--- src/logic/mem_pipe_settings.svh ---
////////////////////
// sizes shared by every block of the memory pipe
// MEM_PIPE_AW must stay equal to log2 of MEM_PIPE_DEPTH
////////////////////

`ifndef MEM_PIPE_SETTINGS_SVH
`define MEM_PIPE_SETTINGS_SVH

`define MEM_PIPE_XLEN 32 // data word width

`define MEM_PIPE_DEPTH 64 // scratchpad words

`define MEM_PIPE_AW 6 // word address width

`endif
--- src/logic/mem_pipe_pkg.sv ---
////////////////////
// types of the memory back end
// only aligned 32-bit words, no byte or halfword ops
////////////////////

`include "mem_pipe_settings.svh"

package mem_pipe_pkg;

    typedef logic [`MEM_PIPE_XLEN-1:0] word_t;

    typedef enum logic [1:0] {
        MEM_OP_NONE  = 2'd0,
        MEM_OP_LOAD  = 2'd1,
        MEM_OP_STORE = 2'd2,
        MEM_OP_AMO   = 2'd3
    } mem_op_e;

    // RV32A read-modify-write kinds, LR/SC not handled here
    typedef enum logic [3:0] {
        AMO_OP_SWAP = 4'd0,
        AMO_OP_ADD  = 4'd1,
        AMO_OP_AND  = 4'd2,
        AMO_OP_OR   = 4'd3,
        AMO_OP_XOR  = 4'd4,
        AMO_OP_MIN  = 4'd5,
        AMO_OP_MAX  = 4'd6,
        AMO_OP_MINU = 4'd7,
        AMO_OP_MAXU = 4'd8
    } amo_op_e;

    typedef enum logic {
        RD_SRC_ALU = 1'b0,
        RD_SRC_MEM = 1'b1 // loads and atomics
    } rd_src_e;

endpackage

--- src/logic/mem_pipe_top.sv ---
////////////////////
// memory back end, two cycles from accept to writeback
// stall and flush come from outside, no ready
////////////////////

`timescale 1ns/1ps

`include "mem_pipe_settings.svh"

module mem_pipe_top (
    input  logic                  clk,
    input  logic                  rst_n,
    input  logic                  stall,
    input  logic                  flush,
    input  logic                  in_valid,
    input  mem_pipe_pkg::mem_op_e in_mem_op,
    input  mem_pipe_pkg::amo_op_e in_amo_op,
    input  mem_pipe_pkg::rd_src_e in_rd_src,
    input  mem_pipe_pkg::word_t   in_addr,
    input  mem_pipe_pkg::word_t   in_rs2_val,
    input  logic [4:0]            in_rd_idx,
    input  logic                  in_rd_we,
    output logic                  wb_valid,
    output logic                  rd_wen,
    output logic [4:0]            rd_idx,
    output mem_pipe_pkg::word_t   rd_wdata
);

    import mem_pipe_pkg::*;

    logic       m1_valid, m1_rd_we;
    mem_op_e    m1_mem_op;
    amo_op_e    m1_amo_op;
    rd_src_e    m1_rd_src;
    word_t      m1_addr, m1_rs2_val;
    logic [4:0] m1_rd_idx;
    logic [`MEM_PIPE_AW-1:0] rd_addr, wr_addr;
    word_t      rd_data, wr_data;
    logic       wr_en;
    logic       m2_valid, m2_rd_we;
    rd_src_e    m2_rd_src;
    logic [4:0] m2_rd_idx;
    word_t      m2_alu_result, m2_mem_rdata;

    mem1_stage u_mem1 (.*);

    data_scratchpad u_spad (.*);

    mem2_stage u_mem2 (.*);

    writeback_stage u_wb (.*);

endmodule

--- src/logic/writeback_stage.sv ---
////////////////////
// writeback register and register-file write port
// writes to x0 are dropped
////////////////////

`timescale 1ns/1ps

module writeback_stage (
    input  logic                  clk,
    input  logic                  rst_n,
    input  logic                  stall,
    input  logic                  m2_valid,
    input  logic                  m2_rd_we,
    input  mem_pipe_pkg::rd_src_e m2_rd_src,
    input  logic [4:0]            m2_rd_idx,
    input  mem_pipe_pkg::word_t   m2_alu_result,
    input  mem_pipe_pkg::word_t   m2_mem_rdata,
    output logic                  wb_valid,
    output logic                  rd_wen,
    output logic [4:0]            rd_idx,
    output mem_pipe_pkg::word_t   rd_wdata
);

    import mem_pipe_pkg::*;

    logic    rd_we_q;
    rd_src_e rd_src_q;
    word_t   alu_q;
    word_t   mem_q;

    // a stalled edge leaves an empty slot here
    always_ff @(posedge clk) begin
        if (!rst_n) begin
            wb_valid <= 1'b0;
        end else begin
            wb_valid <= m2_valid && !stall;
        end
    end

    always_ff @(posedge clk) begin
        if (!stall) begin
            rd_we_q  <= m2_rd_we;
            rd_src_q <= m2_rd_src;
            rd_idx   <= m2_rd_idx;
            alu_q    <= m2_alu_result;
            mem_q    <= m2_mem_rdata;
        end
    end

    assign rd_wdata = (rd_src_q == RD_SRC_MEM) ? mem_q : alu_q;
    assign rd_wen   = wb_valid && rd_we_q && (rd_idx != 5'd0);

endmodule

--- src/logic/mem2_stage.sv ---
////////////////////
// memory 2 register, atomic ALU and scratchpad write
// flush kills the instruction held here
// load data is kept locally across a stall
////////////////////

`timescale 1ns/1ps

`include "mem_pipe_settings.svh"

module mem2_stage (
    input  logic                    clk,
    input  logic                    rst_n,
    input  logic                    stall,
    input  logic                    flush,
    input  logic                    m1_valid,
    input  mem_pipe_pkg::mem_op_e   m1_mem_op,
    input  mem_pipe_pkg::amo_op_e   m1_amo_op,
    input  mem_pipe_pkg::rd_src_e   m1_rd_src,
    input  mem_pipe_pkg::word_t     m1_addr,
    input  mem_pipe_pkg::word_t     m1_rs2_val,
    input  logic [4:0]              m1_rd_idx,
    input  logic                    m1_rd_we,
    input  mem_pipe_pkg::word_t     rd_data,
    output logic                    wr_en,
    output logic [`MEM_PIPE_AW-1:0] wr_addr,
    output mem_pipe_pkg::word_t     wr_data,
    output logic                    m2_valid,
    output logic                    m2_rd_we,
    output mem_pipe_pkg::rd_src_e   m2_rd_src,
    output logic [4:0]              m2_rd_idx,
    output mem_pipe_pkg::word_t     m2_alu_result,
    output mem_pipe_pkg::word_t     m2_mem_rdata
);

    import mem_pipe_pkg::*;

    logic    valid_q;
    mem_op_e mem_op_q;
    amo_op_e amo_op_q;
    rd_src_e rd_src_q;
    word_t   addr_q;
    word_t   rs2_q;
    logic [4:0] rd_idx_q;
    logic    rd_we_q;
    logic    hold_valid; // load data parked in load_hold
    word_t   load_hold;
    word_t   mem_rdata;
    word_t   amo_result;
    logic    writes_mem;

    always_ff @(posedge clk) begin
        if (!rst_n) begin
            valid_q <= 1'b0;
        end else if (!stall) begin
            valid_q <= m1_valid;
        end
    end

    always_ff @(posedge clk) begin
        if (!stall) begin
            mem_op_q <= m1_mem_op;
            amo_op_q <= m1_amo_op;
            rd_src_q <= m1_rd_src;
            addr_q   <= m1_addr;
            rs2_q    <= m1_rs2_val;
            rd_idx_q <= m1_rd_idx;
            rd_we_q  <= m1_rd_we;
        end
    end

    // the scratchpad re-reads the memory 1 address while stalled,
    // so park the word read for this instruction on the first stalled edge
    always_ff @(posedge clk) begin
        if (!rst_n) begin
            hold_valid <= 1'b0;
        end else begin
            hold_valid <= stall;
        end
    end

    always_ff @(posedge clk) begin
        if (stall && !hold_valid) begin
            load_hold <= rd_data;
        end
    end

    assign mem_rdata = hold_valid ? load_hold : rd_data;

    always_comb begin
        unique case (amo_op_q)
            AMO_OP_SWAP: amo_result = rs2_q;
            AMO_OP_ADD:  amo_result = mem_rdata + rs2_q;
            AMO_OP_AND:  amo_result = mem_rdata & rs2_q;
            AMO_OP_OR:   amo_result = mem_rdata | rs2_q;
            AMO_OP_XOR:  amo_result = mem_rdata ^ rs2_q;
            AMO_OP_MIN:  amo_result = ($signed(mem_rdata) < $signed(rs2_q)) ? mem_rdata : rs2_q;
            AMO_OP_MAX:  amo_result = ($signed(mem_rdata) > $signed(rs2_q)) ? mem_rdata : rs2_q;
            AMO_OP_MINU: amo_result = (mem_rdata < rs2_q) ? mem_rdata : rs2_q;
            AMO_OP_MAXU: amo_result = (mem_rdata > rs2_q) ? mem_rdata : rs2_q;
            default:     amo_result = '0;
        endcase
    end

    assign writes_mem = (mem_op_q == MEM_OP_STORE) || (mem_op_q == MEM_OP_AMO);
    assign wr_en      = valid_q && writes_mem && !stall && !flush;
    assign wr_addr    = addr_q[`MEM_PIPE_AW+1:2];
    assign wr_data    = (mem_op_q == MEM_OP_AMO) ? amo_result : rs2_q;

    assign m2_valid      = valid_q && !stall && !flush;
    assign m2_rd_we      = rd_we_q;
    assign m2_rd_src     = rd_src_q;
    assign m2_rd_idx     = rd_idx_q;
    assign m2_alu_result = addr_q; // address doubles as the ALU result
    assign m2_mem_rdata  = mem_rdata; // old value for an atomic

    // front end must route atomics to the memory source
    a_amo_rd_src_mem: assert property (@(posedge clk) disable iff (!rst_n)
        (valid_q && mem_op_q == MEM_OP_AMO) |-> rd_src_q == RD_SRC_MEM);

endmodule

--- src/logic/data_scratchpad.sv ---
////////////////////
// word scratchpad, one read and one write port
// read data appears one cycle after rd_addr is sampled
// a write to the word being read is bypassed
////////////////////

`timescale 1ns/1ps

`include "mem_pipe_settings.svh"

module data_scratchpad (
    input  logic                    clk,
    input  logic                    wr_en,
    input  logic [`MEM_PIPE_AW-1:0] rd_addr,
    input  logic [`MEM_PIPE_AW-1:0] wr_addr,
    input  mem_pipe_pkg::word_t     wr_data,
    output mem_pipe_pkg::word_t     rd_data
);

    import mem_pipe_pkg::*;

    word_t mem [`MEM_PIPE_DEPTH];
    logic  same_word;

    // start from an all-zero image
    initial begin
        for (int i = 0; i < `MEM_PIPE_DEPTH; i++) begin
            mem[i] = '0;
        end
    end

    assign same_word = wr_en && (wr_addr == rd_addr);

    always_ff @(posedge clk) begin
        if (wr_en) begin
            mem[wr_addr] <= wr_data;
        end
    end

    // read register loads every cycle, even under stall
    always_ff @(posedge clk) begin
        if (same_word) begin
            rd_data <= wr_data; // new data wins on a collision
        end else begin
            rd_data <= mem[rd_addr];
        end
    end

endmodule

--- src/logic/mem1_stage.sv ---
////////////////////
// memory 1 register, drives the scratchpad read address
// low two address bits are ignored
////////////////////

`timescale 1ns/1ps

`include "mem_pipe_settings.svh"

module mem1_stage (
    input  logic                  clk,
    input  logic                  rst_n,
    input  logic                  stall,
    input  logic                  in_valid,
    input  mem_pipe_pkg::mem_op_e in_mem_op,
    input  mem_pipe_pkg::amo_op_e in_amo_op,
    input  mem_pipe_pkg::rd_src_e in_rd_src,
    input  mem_pipe_pkg::word_t   in_addr,
    input  mem_pipe_pkg::word_t   in_rs2_val,
    input  logic [4:0]            in_rd_idx,
    input  logic                  in_rd_we,
    output logic                  m1_valid,
    output mem_pipe_pkg::mem_op_e m1_mem_op,
    output mem_pipe_pkg::amo_op_e m1_amo_op,
    output mem_pipe_pkg::rd_src_e m1_rd_src,
    output mem_pipe_pkg::word_t   m1_addr,
    output mem_pipe_pkg::word_t   m1_rs2_val,
    output logic [4:0]            m1_rd_idx,
    output logic                  m1_rd_we,
    output logic [`MEM_PIPE_AW-1:0] rd_addr
);

    import mem_pipe_pkg::*;

    always_ff @(posedge clk) begin
        if (!rst_n) begin
            m1_valid <= 1'b0;
        end else if (!stall) begin
            m1_valid <= in_valid;
        end
    end

    // payload just follows the input, valid qualifies it
    always_ff @(posedge clk) begin
        if (!stall) begin
            m1_mem_op  <= in_mem_op;
            m1_amo_op  <= in_amo_op;
            m1_rd_src  <= in_rd_src;
            m1_addr    <= in_addr;
            m1_rs2_val <= in_rs2_val;
            m1_rd_idx  <= in_rd_idx;
            m1_rd_we   <= in_rd_we;
        end
    end

    assign rd_addr = m1_addr[`MEM_PIPE_AW+1:2]; // word index

    // decoded op must be a real kind once it is valid
    a_m1_op_known: assert property (@(posedge clk) disable iff (!rst_n)
        m1_valid |-> !$isunknown(m1_mem_op));

endmodule

--- config.mk ---
export PLATFORM = sky130hd
export DESIGN_NAME = mem_pipe_top
export DESIGN_NICKNAME = d
export VERILOG_FILES = /design/src/logic/mem_pipe_pkg.sv /design/src/logic/mem_pipe_top.sv /design/src/logic/writeback_stage.sv /design/src/logic/mem2_stage.sv /design/src/logic/data_scratchpad.sv /design/src/logic/mem1_stage.sv
export VERILOG_INCLUDE_DIRS = /design/src /design/src/logic
export SDC_FILE = /design/constraint.sdc
export NUM_CORES = 2
export LEC_CHECK = 0
export ABC_CLOCK_PERIOD_IN_PS = 10400
export BUFFER_PORTS_ARGS = -buffer_cell sky130_fd_sc_hd__buf_2
export CAP_MARGIN = 10
export CELL_PAD_IN_SITES_DETAIL_PLACEMENT = 0
export CELL_PAD_IN_SITES_GLOBAL_PLACEMENT = 1
export CORE_MARGIN = 3
export CORE_UTILIZATION = 56
export CTS_CLUSTER_SIZE = 30
export DETAILED_ROUTE_END_ITERATION = 8
export PLACE_DENSITY = 0.84
export SLEW_MARGIN = 30
export SYNTH_ARGS = -nofsm -noshare
export SYNTH_HDL_FRONTEND = slang
export SYNTH_SLANG_ARGS = --single-unit
--- constraint.sdc ---
create_clock -name clk -period 10.4 [get_ports clk]
set_clock_uncertainty 0.1 [all_clocks]
set_input_delay 1.04 -clock clk [delete_from_list [all_inputs] [get_ports clk]]
set_output_delay 1.04 -clock clk [all_outputs]
set_load 0.05 [all_outputs]
**Yosys cells after proc, flatten, opt, wreduce, memory -nomap -nowiden**

Memory sizes are Yosys's and may differ from the RTL's. A register that Yosys moved wholly into a read port is not among the register bits.
Index checks and enable logic that the tools add are counted.

- Muxes and demuxes: 10
- Multiply operators: 0
- Add/sub/neg operators: 1
- Equality and inequality tests: 10
- Bitwise operators: 3
- Order comparisons: 4
- Reduce and logical (&&, ||, !) cells: 15
- Shift-type cells: 0
- Divide/modulo/power cells: 0

Operator list:

| operator | count |
|---|---|
| $pmux 32 s9 | 1 |
| $mux 32 | 7 |
| $gt 32x32->1 | 2 |
| $lt 32x32->1 | 2 |
| $add 32x32->32 | 1 |
| $and 32x32->32 | 1 |
| $or 32x32->32 | 1 |
| $xor 32x32->32 | 1 |
| $eq 4x3->1 const B | 4 |
| $logic_and 1x1->1 | 9 |
| $eq 4x2->1 const B | 2 |
| $reduce_bool 5->1 | 1 |
| $eq 2x2->1 const B | 2 |
| $eq 4x1->1 const B | 1 |
| $eq 4x4->1 const B | 1 |
| $logic_not 4->1 | 1 |
| $logic_not 1->1 | 3 |
| $mux 1 | 2 |
| $logic_or 1x1->1 | 1 |

- Memories: 1
- Logic and storage cells: 68
- Memory bits (writable): 2048
- Bits in registers: 261
- Output and inout port bits: 39
- Memory bits (read-only): 0
- Input port bits: 82
- Bits in latches: 0

Memories:

| name | depth | bits a word | read ports | clocked after memory_dff | write ports | line | text |
|---|---|---|---|---|---|---|---|
| u_spad.mem | 64 | 32 | 1 | 1 | 1 | data_scratchpad.sv:22 | `` word_t mem [`MEM_PIPE_DEPTH]; `` |

**Depth between registers and ports, before layout**

- Depth after elaboration: 7
- Depth in mapped cells: 24
- Gate-level depth less buffers: 18

**Modules after synthesis**

Synthesis repeated with hierarchy kept, for this count alone.

- Cells, all modules: 4343
- Area total of the unflattened synthesis: 91459.0 sq um

By module, submodules not included:

| module | cells an instance | area an instance (sq um) | seq. area each (sq um) | instances |
|---|---|---|---|---|
| data_scratchpad | 3298 | 77994.8 | 61619.1 | 1 |
| mem2_stage | 846 | 8486.9 | 3313.2 | 1 |
| writeback_stage | 112 | 2580.0 | 2152.1 | 1 |
| mem1_stage | 87 | 2397.3 | 2332.2 | 1 |

**Worst setup path before layout**

Ideal clock, no wire load.

- Path kind: in2reg
- Start point: in stall
- End point: reg u_mem2.load_hold[0] (enable)
- Arrival: 7803 ps
- Required time: 9473 ps
- Stages on the path: 2
- Slack: 1669 ps
- Setup time: 827 ps
- Path buffers: 0
- Cell sequence: inv_1 -> nor2_1

- Word-level cells in the longest chain between the ends: 1

RTL lines:

| item | line | text |
|---|---|---|
| start, declared | mem_pipe_top.sv:13 | `input logic stall,` |
| $logic_and 1x1->1 | mem2_stage.sv:83 | `if (stall && !hold_valid) begin` |
| end signal, assigned | mem2_stage.sv:84 | `load_hold <= rd_data;` |
| end, declared | mem2_stage.sv:47 | `word_t load_hold;` |

Every way passes these cells.
A chain may end at the register's enable or synchronous reset.

==> impl_metrics.csv <==
group,metric,value,unit
min_path,min_path_type,"input pin to flop",
flow_run,maxCapViolations,0,
placed_design,buffer_ports.inserted,120,
clock_tree,worst_skew_pair.late_latency,0.86,ns
yosys,synthCells,4292,
sta,final-max-slew-violation-count,0,
cells_and_area,utilization_of_the_core_after_routing,0.6369,
setup_path,worst-path-max-fanout,93,
yosys,syn-num-nets,4471,
yosys,synth_seq_area_share,0.7587,
die,start_util,0.5666,
setup_path,worst-path-buf-inv,3,
die,die-height,410.2,um
cells_and_area,share_of_cells_above_drive_strength_1,0.2849,
drt,drtPass1Iterations,8,
clock_tree,longest_clk_path_bufs,3,
outcome,outcome,"finished clean",
sta,worst_relative_slew_slack,0.2858,
global_route,grt.overflow.total,0,
global_route,grt_start_max_net_pins,94,
setup_path,timing.critical_path.slowest_stage_cell,"clkinv_2",
cells_and_area,layout.cells.non_filler,6916,
die,ios,121,
sta,fmax,112.7,MHz
drt,vias,47941,
setup_path,cp_cell_sequence,"buf_12 > mux4_2 > mux4_2 > nand2_1 > a21oi_1 > a21oi_1 > o21ai_0 > inv_1 > ha_1 > nor4_1 > and4_1 > a221oi_1 > nand3_1 > a2111o_1 > o211ai_1 > nand3_1 > a222oi_1 > clkinv_2",
clock_tree,h-tree-depth,4,
drt,detail_route.vias_per_cell,6.932,
drt,first_iter_violations,7732,
setup_path,worst_ep_required_time,10.59,ns
drt,drt-total-wl,249.3,mm
yosys,post_synthesis_average_cell_area,21.32,um^2
yosys,synth_ff_type,"edfxtp_1",
clock_tree,cts.repair_timing.setup_buffer_count,0,
drt,final_antenna_net_count,0,
setup_path,setup.worst_path.class,"flop to flop",
global_route,vias_in_the_first_global_route,47312,
die,die_width,410.2,um
global_route,grt_pass1_wl,353.8,mm
setup_path,worstReg2RegEnd,"u_spad.mem[17][1]",
placed_design,dpl.cell_count,6511,
clock_tree,cts_tree,"built",
placed_design,dpl.hpwl,137.3,mm
sta,timing_hold_violations_final,0,
yosys,post_synth_instance_area,91500,um^2
die,die_area,168300,um^2
cells_and_area,areaGrowthSynthToFinish,12.40,%
sta,number_of_failing_setup_endpoints_in_the_final_timing_report,0,
setup_path,worstPathArrival,9.07,ns
clock_tree,cts_resized,0,
drt,routed_wire_length_per_instance,36.05,um
global_route,number_of_antenna_violations_at_the_first_check_in_global_routing,13,
drt,drc_errors,0,
clock_tree,cts_inserted_buffers,217,
clock_tree,clk_pin_slew,0.06,ns
setup_path,worstRegToRegCells,18,
power,power.leakage,0.03305,uW
sta,rsz0062_at_grt,"false",
clock_tree,clock_sinks,2315,
setup_path,critPathLaunchType,"flop",
sta,max_slew.worst_pin.slew,1.069,ns
yosys,postSynth.asyncResetShare,0,
clock_tree,root_buffer,"clkbuf_16",
yosys,synthesis_stage_register_bit_count,2315,
setup_path,worst_path_largest_cell_delay,0.93,ns
sta,timing.final.crit_share,0.8532,
setup_path,end_kind,"flop",
die,fp-row-count,147,
yosys,synth-warning-count,0,
min_path,min_delay_path_depth,1,
min_path,timing.hold.worst_endpoint,"u_mem1.m1_rs2_val[1]",
sta,post-route-min-period,8.874,ns
placed_design,gp_congestion,0.9105,
min_path,hold_path_startpoint,"in_rs2_val[1]",
yosys,synth_edf_count,2305,
die,core,161500,um^2
power,power.ir.vdd_worst,153.6,uV
power,power_density,196.1,nW/um^2
yosys,yosysUniqueCellTypes,77,
setup_path,regToRegSetupSlack,1.53,ns
clock_tree,postCtsHoldBufs,0,
global_route,track_usage,0.2986,
sta,totalNegativeSetupSlack,0,ns
cells_and_area,layout.nets,4753,
setup_path,crit_family,"compound AO/OA/AOI/OAI gates",
[area by class of cell]
| cell class | instances | area [um^2] |
|---|---|---|
| clock buffer | 275 | 5648 |
| tap | 2160 | 2703 |
| clock inverter | 123 | 1050 |
| antenna | 3 | 7.507 |
| inverter | 94 | 367.9 |
| fill | 10339 | 58640 |
| timing repair buffer | 289 | 2181 |
| sequential | 2315 | 69430 |
| multi-input combinational | 1657 | 21460 |
[cells by family after synthesis]
kind of cell | synth area share
buf+inv | 0.01584
xor+xnor | 0.001627
simple gates | 0.02163
fa+ha+maj | 0.01335
mux | 0.1598
flops | 0.7587
compound gates | 0.02907
[worst register-to-register path, cell delays in order, from the launching register on]
cell and delay, ns:
dfxtp_4 0.88, buf_12 0.53, mux4_2 0.47, mux4_2 0.25, nand2_1 0.13, a21oi_1 0.76, a21oi_1 0.21, o21ai_0 0.73
inv_1 0.14, ha_1 0.48, nor4_1 0.12, and4_1 0.24, a221oi_1 0.37, nand3_1 0.27, a2111o_1 0.50, o211ai_1 0.14
nand3_1 0.18, a222oi_1 0.86, clkinv_2 0.94
[through the flow]
stage                     instance area, um^2  power [uW]  hold slack [ns]  setup slack (ns)
after CTS                              102700       20190           0.2079             1.909
after floorplan                         91500       12050           0.2435             1.669
final                                  102800       20170           0.2532             1.526
after detailed placement                96000       12740           0.2567             1.934
after global placement                  95840       12690           0.2601             2.105
after global routing                   102800       20680           0.2317             1.177
[registers in the layout, indices dropped and copies added, names as in the netlist, 2 cells and up, named ones only]
register / cells
u_wb.rd_idx: 5
u_mem1.m1_amo_op: 4
u_mem2.m2_rd_idx: 5
u_mem2.m2_alu_result: 32
u_spad.mem: 2048
u_wb.mem_q: 32
u_mem2.amo_op_q: 4
u_wb.alu_q: 32
u_mem1.m1_rs2_val: 32
u_mem1.m1_rd_idx: 5
u_mem2.rs2_q: 32
u_mem2.mem_op_q: 2
u_mem2.load_hold: 32
u_mem1.m1_addr: 32
u_mem1.m1_mem_op: 2
[power by group]
group	total, uW	switching (uW)	internal [uW]	leakage, uW
Clock	7570	3440	4130	0.00326
Combinational	1980	1290	683	0.00868
Sequential	10600	74.6	10600	0.0211
[metal layers]
| layer | routed length (um) | share of wire | vias up | GRT usage |
|---|---|---|---|---|
| li1 | - | - | 18453 | - |
| met1 | 86080 | 0.35 | 24901 | 0.4084 |
| met2 | 119000 | 0.48 | 3923 | 0.4660 |
| met3 | 32430 | 0.13 | 654 | 0.07303 |
| met4 | 11750 | 0.047 | 10 | 0.1271 |
| met5 | 64 | 0.00026 | - | 0 |
[placed cells by master (no fill, tap or decap), drive strengths merged, types with 35 or more instances in the layout]
cell	synthesis	layout
clkbuf	112	275
clkinv	1	98
nor2	154	154
mux2	50	50
nand3	35	35
edfxtp	2305	2305
nand2	157	157
ha	96	96
mux2i	45	45
buf	114	289
o21ai	96	96
a21oi	84	84
mux4	604	604
inv	93	104
[how the worst max path moves through the flow]
| stage | startpoint | end | slack, ns | depth (start not counted) |
|---|---|---|---|---|
| floorplan | stall | u_mem2.load_hold[0] | 1.67 | 2 |
| global placement | flop | u_spad.mem[18][2] | 2.11 | 18 |
| detailed placement | flop | u_spad.mem[26][4] | 1.93 | 18 |
| CTS | flop | u_spad.mem[62][4] | 1.91 | 18 |
| global route | flop | u_spad.mem[18][1] | 1.18 | 17 |
| finish | flop | u_spad.mem[17][1] | 1.53 | 18 |
[synthesized netlist by cell type (all sizes together), types with 21 or more instances]
master	instances	area, um^2
a221oi	21	183.9
a21oi	84	431.7
mux4	604	13600
mux2i	45	454.2
inv	93	349.1
a22oi	25	187.7
clkbuf	112	420.4
buf	114	674.4
nor2	154	578.1
o21ai	96	480.5
ha	96	1201
o22ai	22	137.6
nand3	35	175.2
nand2	157	589.3
edfxtp	2305	69220
mux2	50	563.0
(Power assumes the default switching activity.)
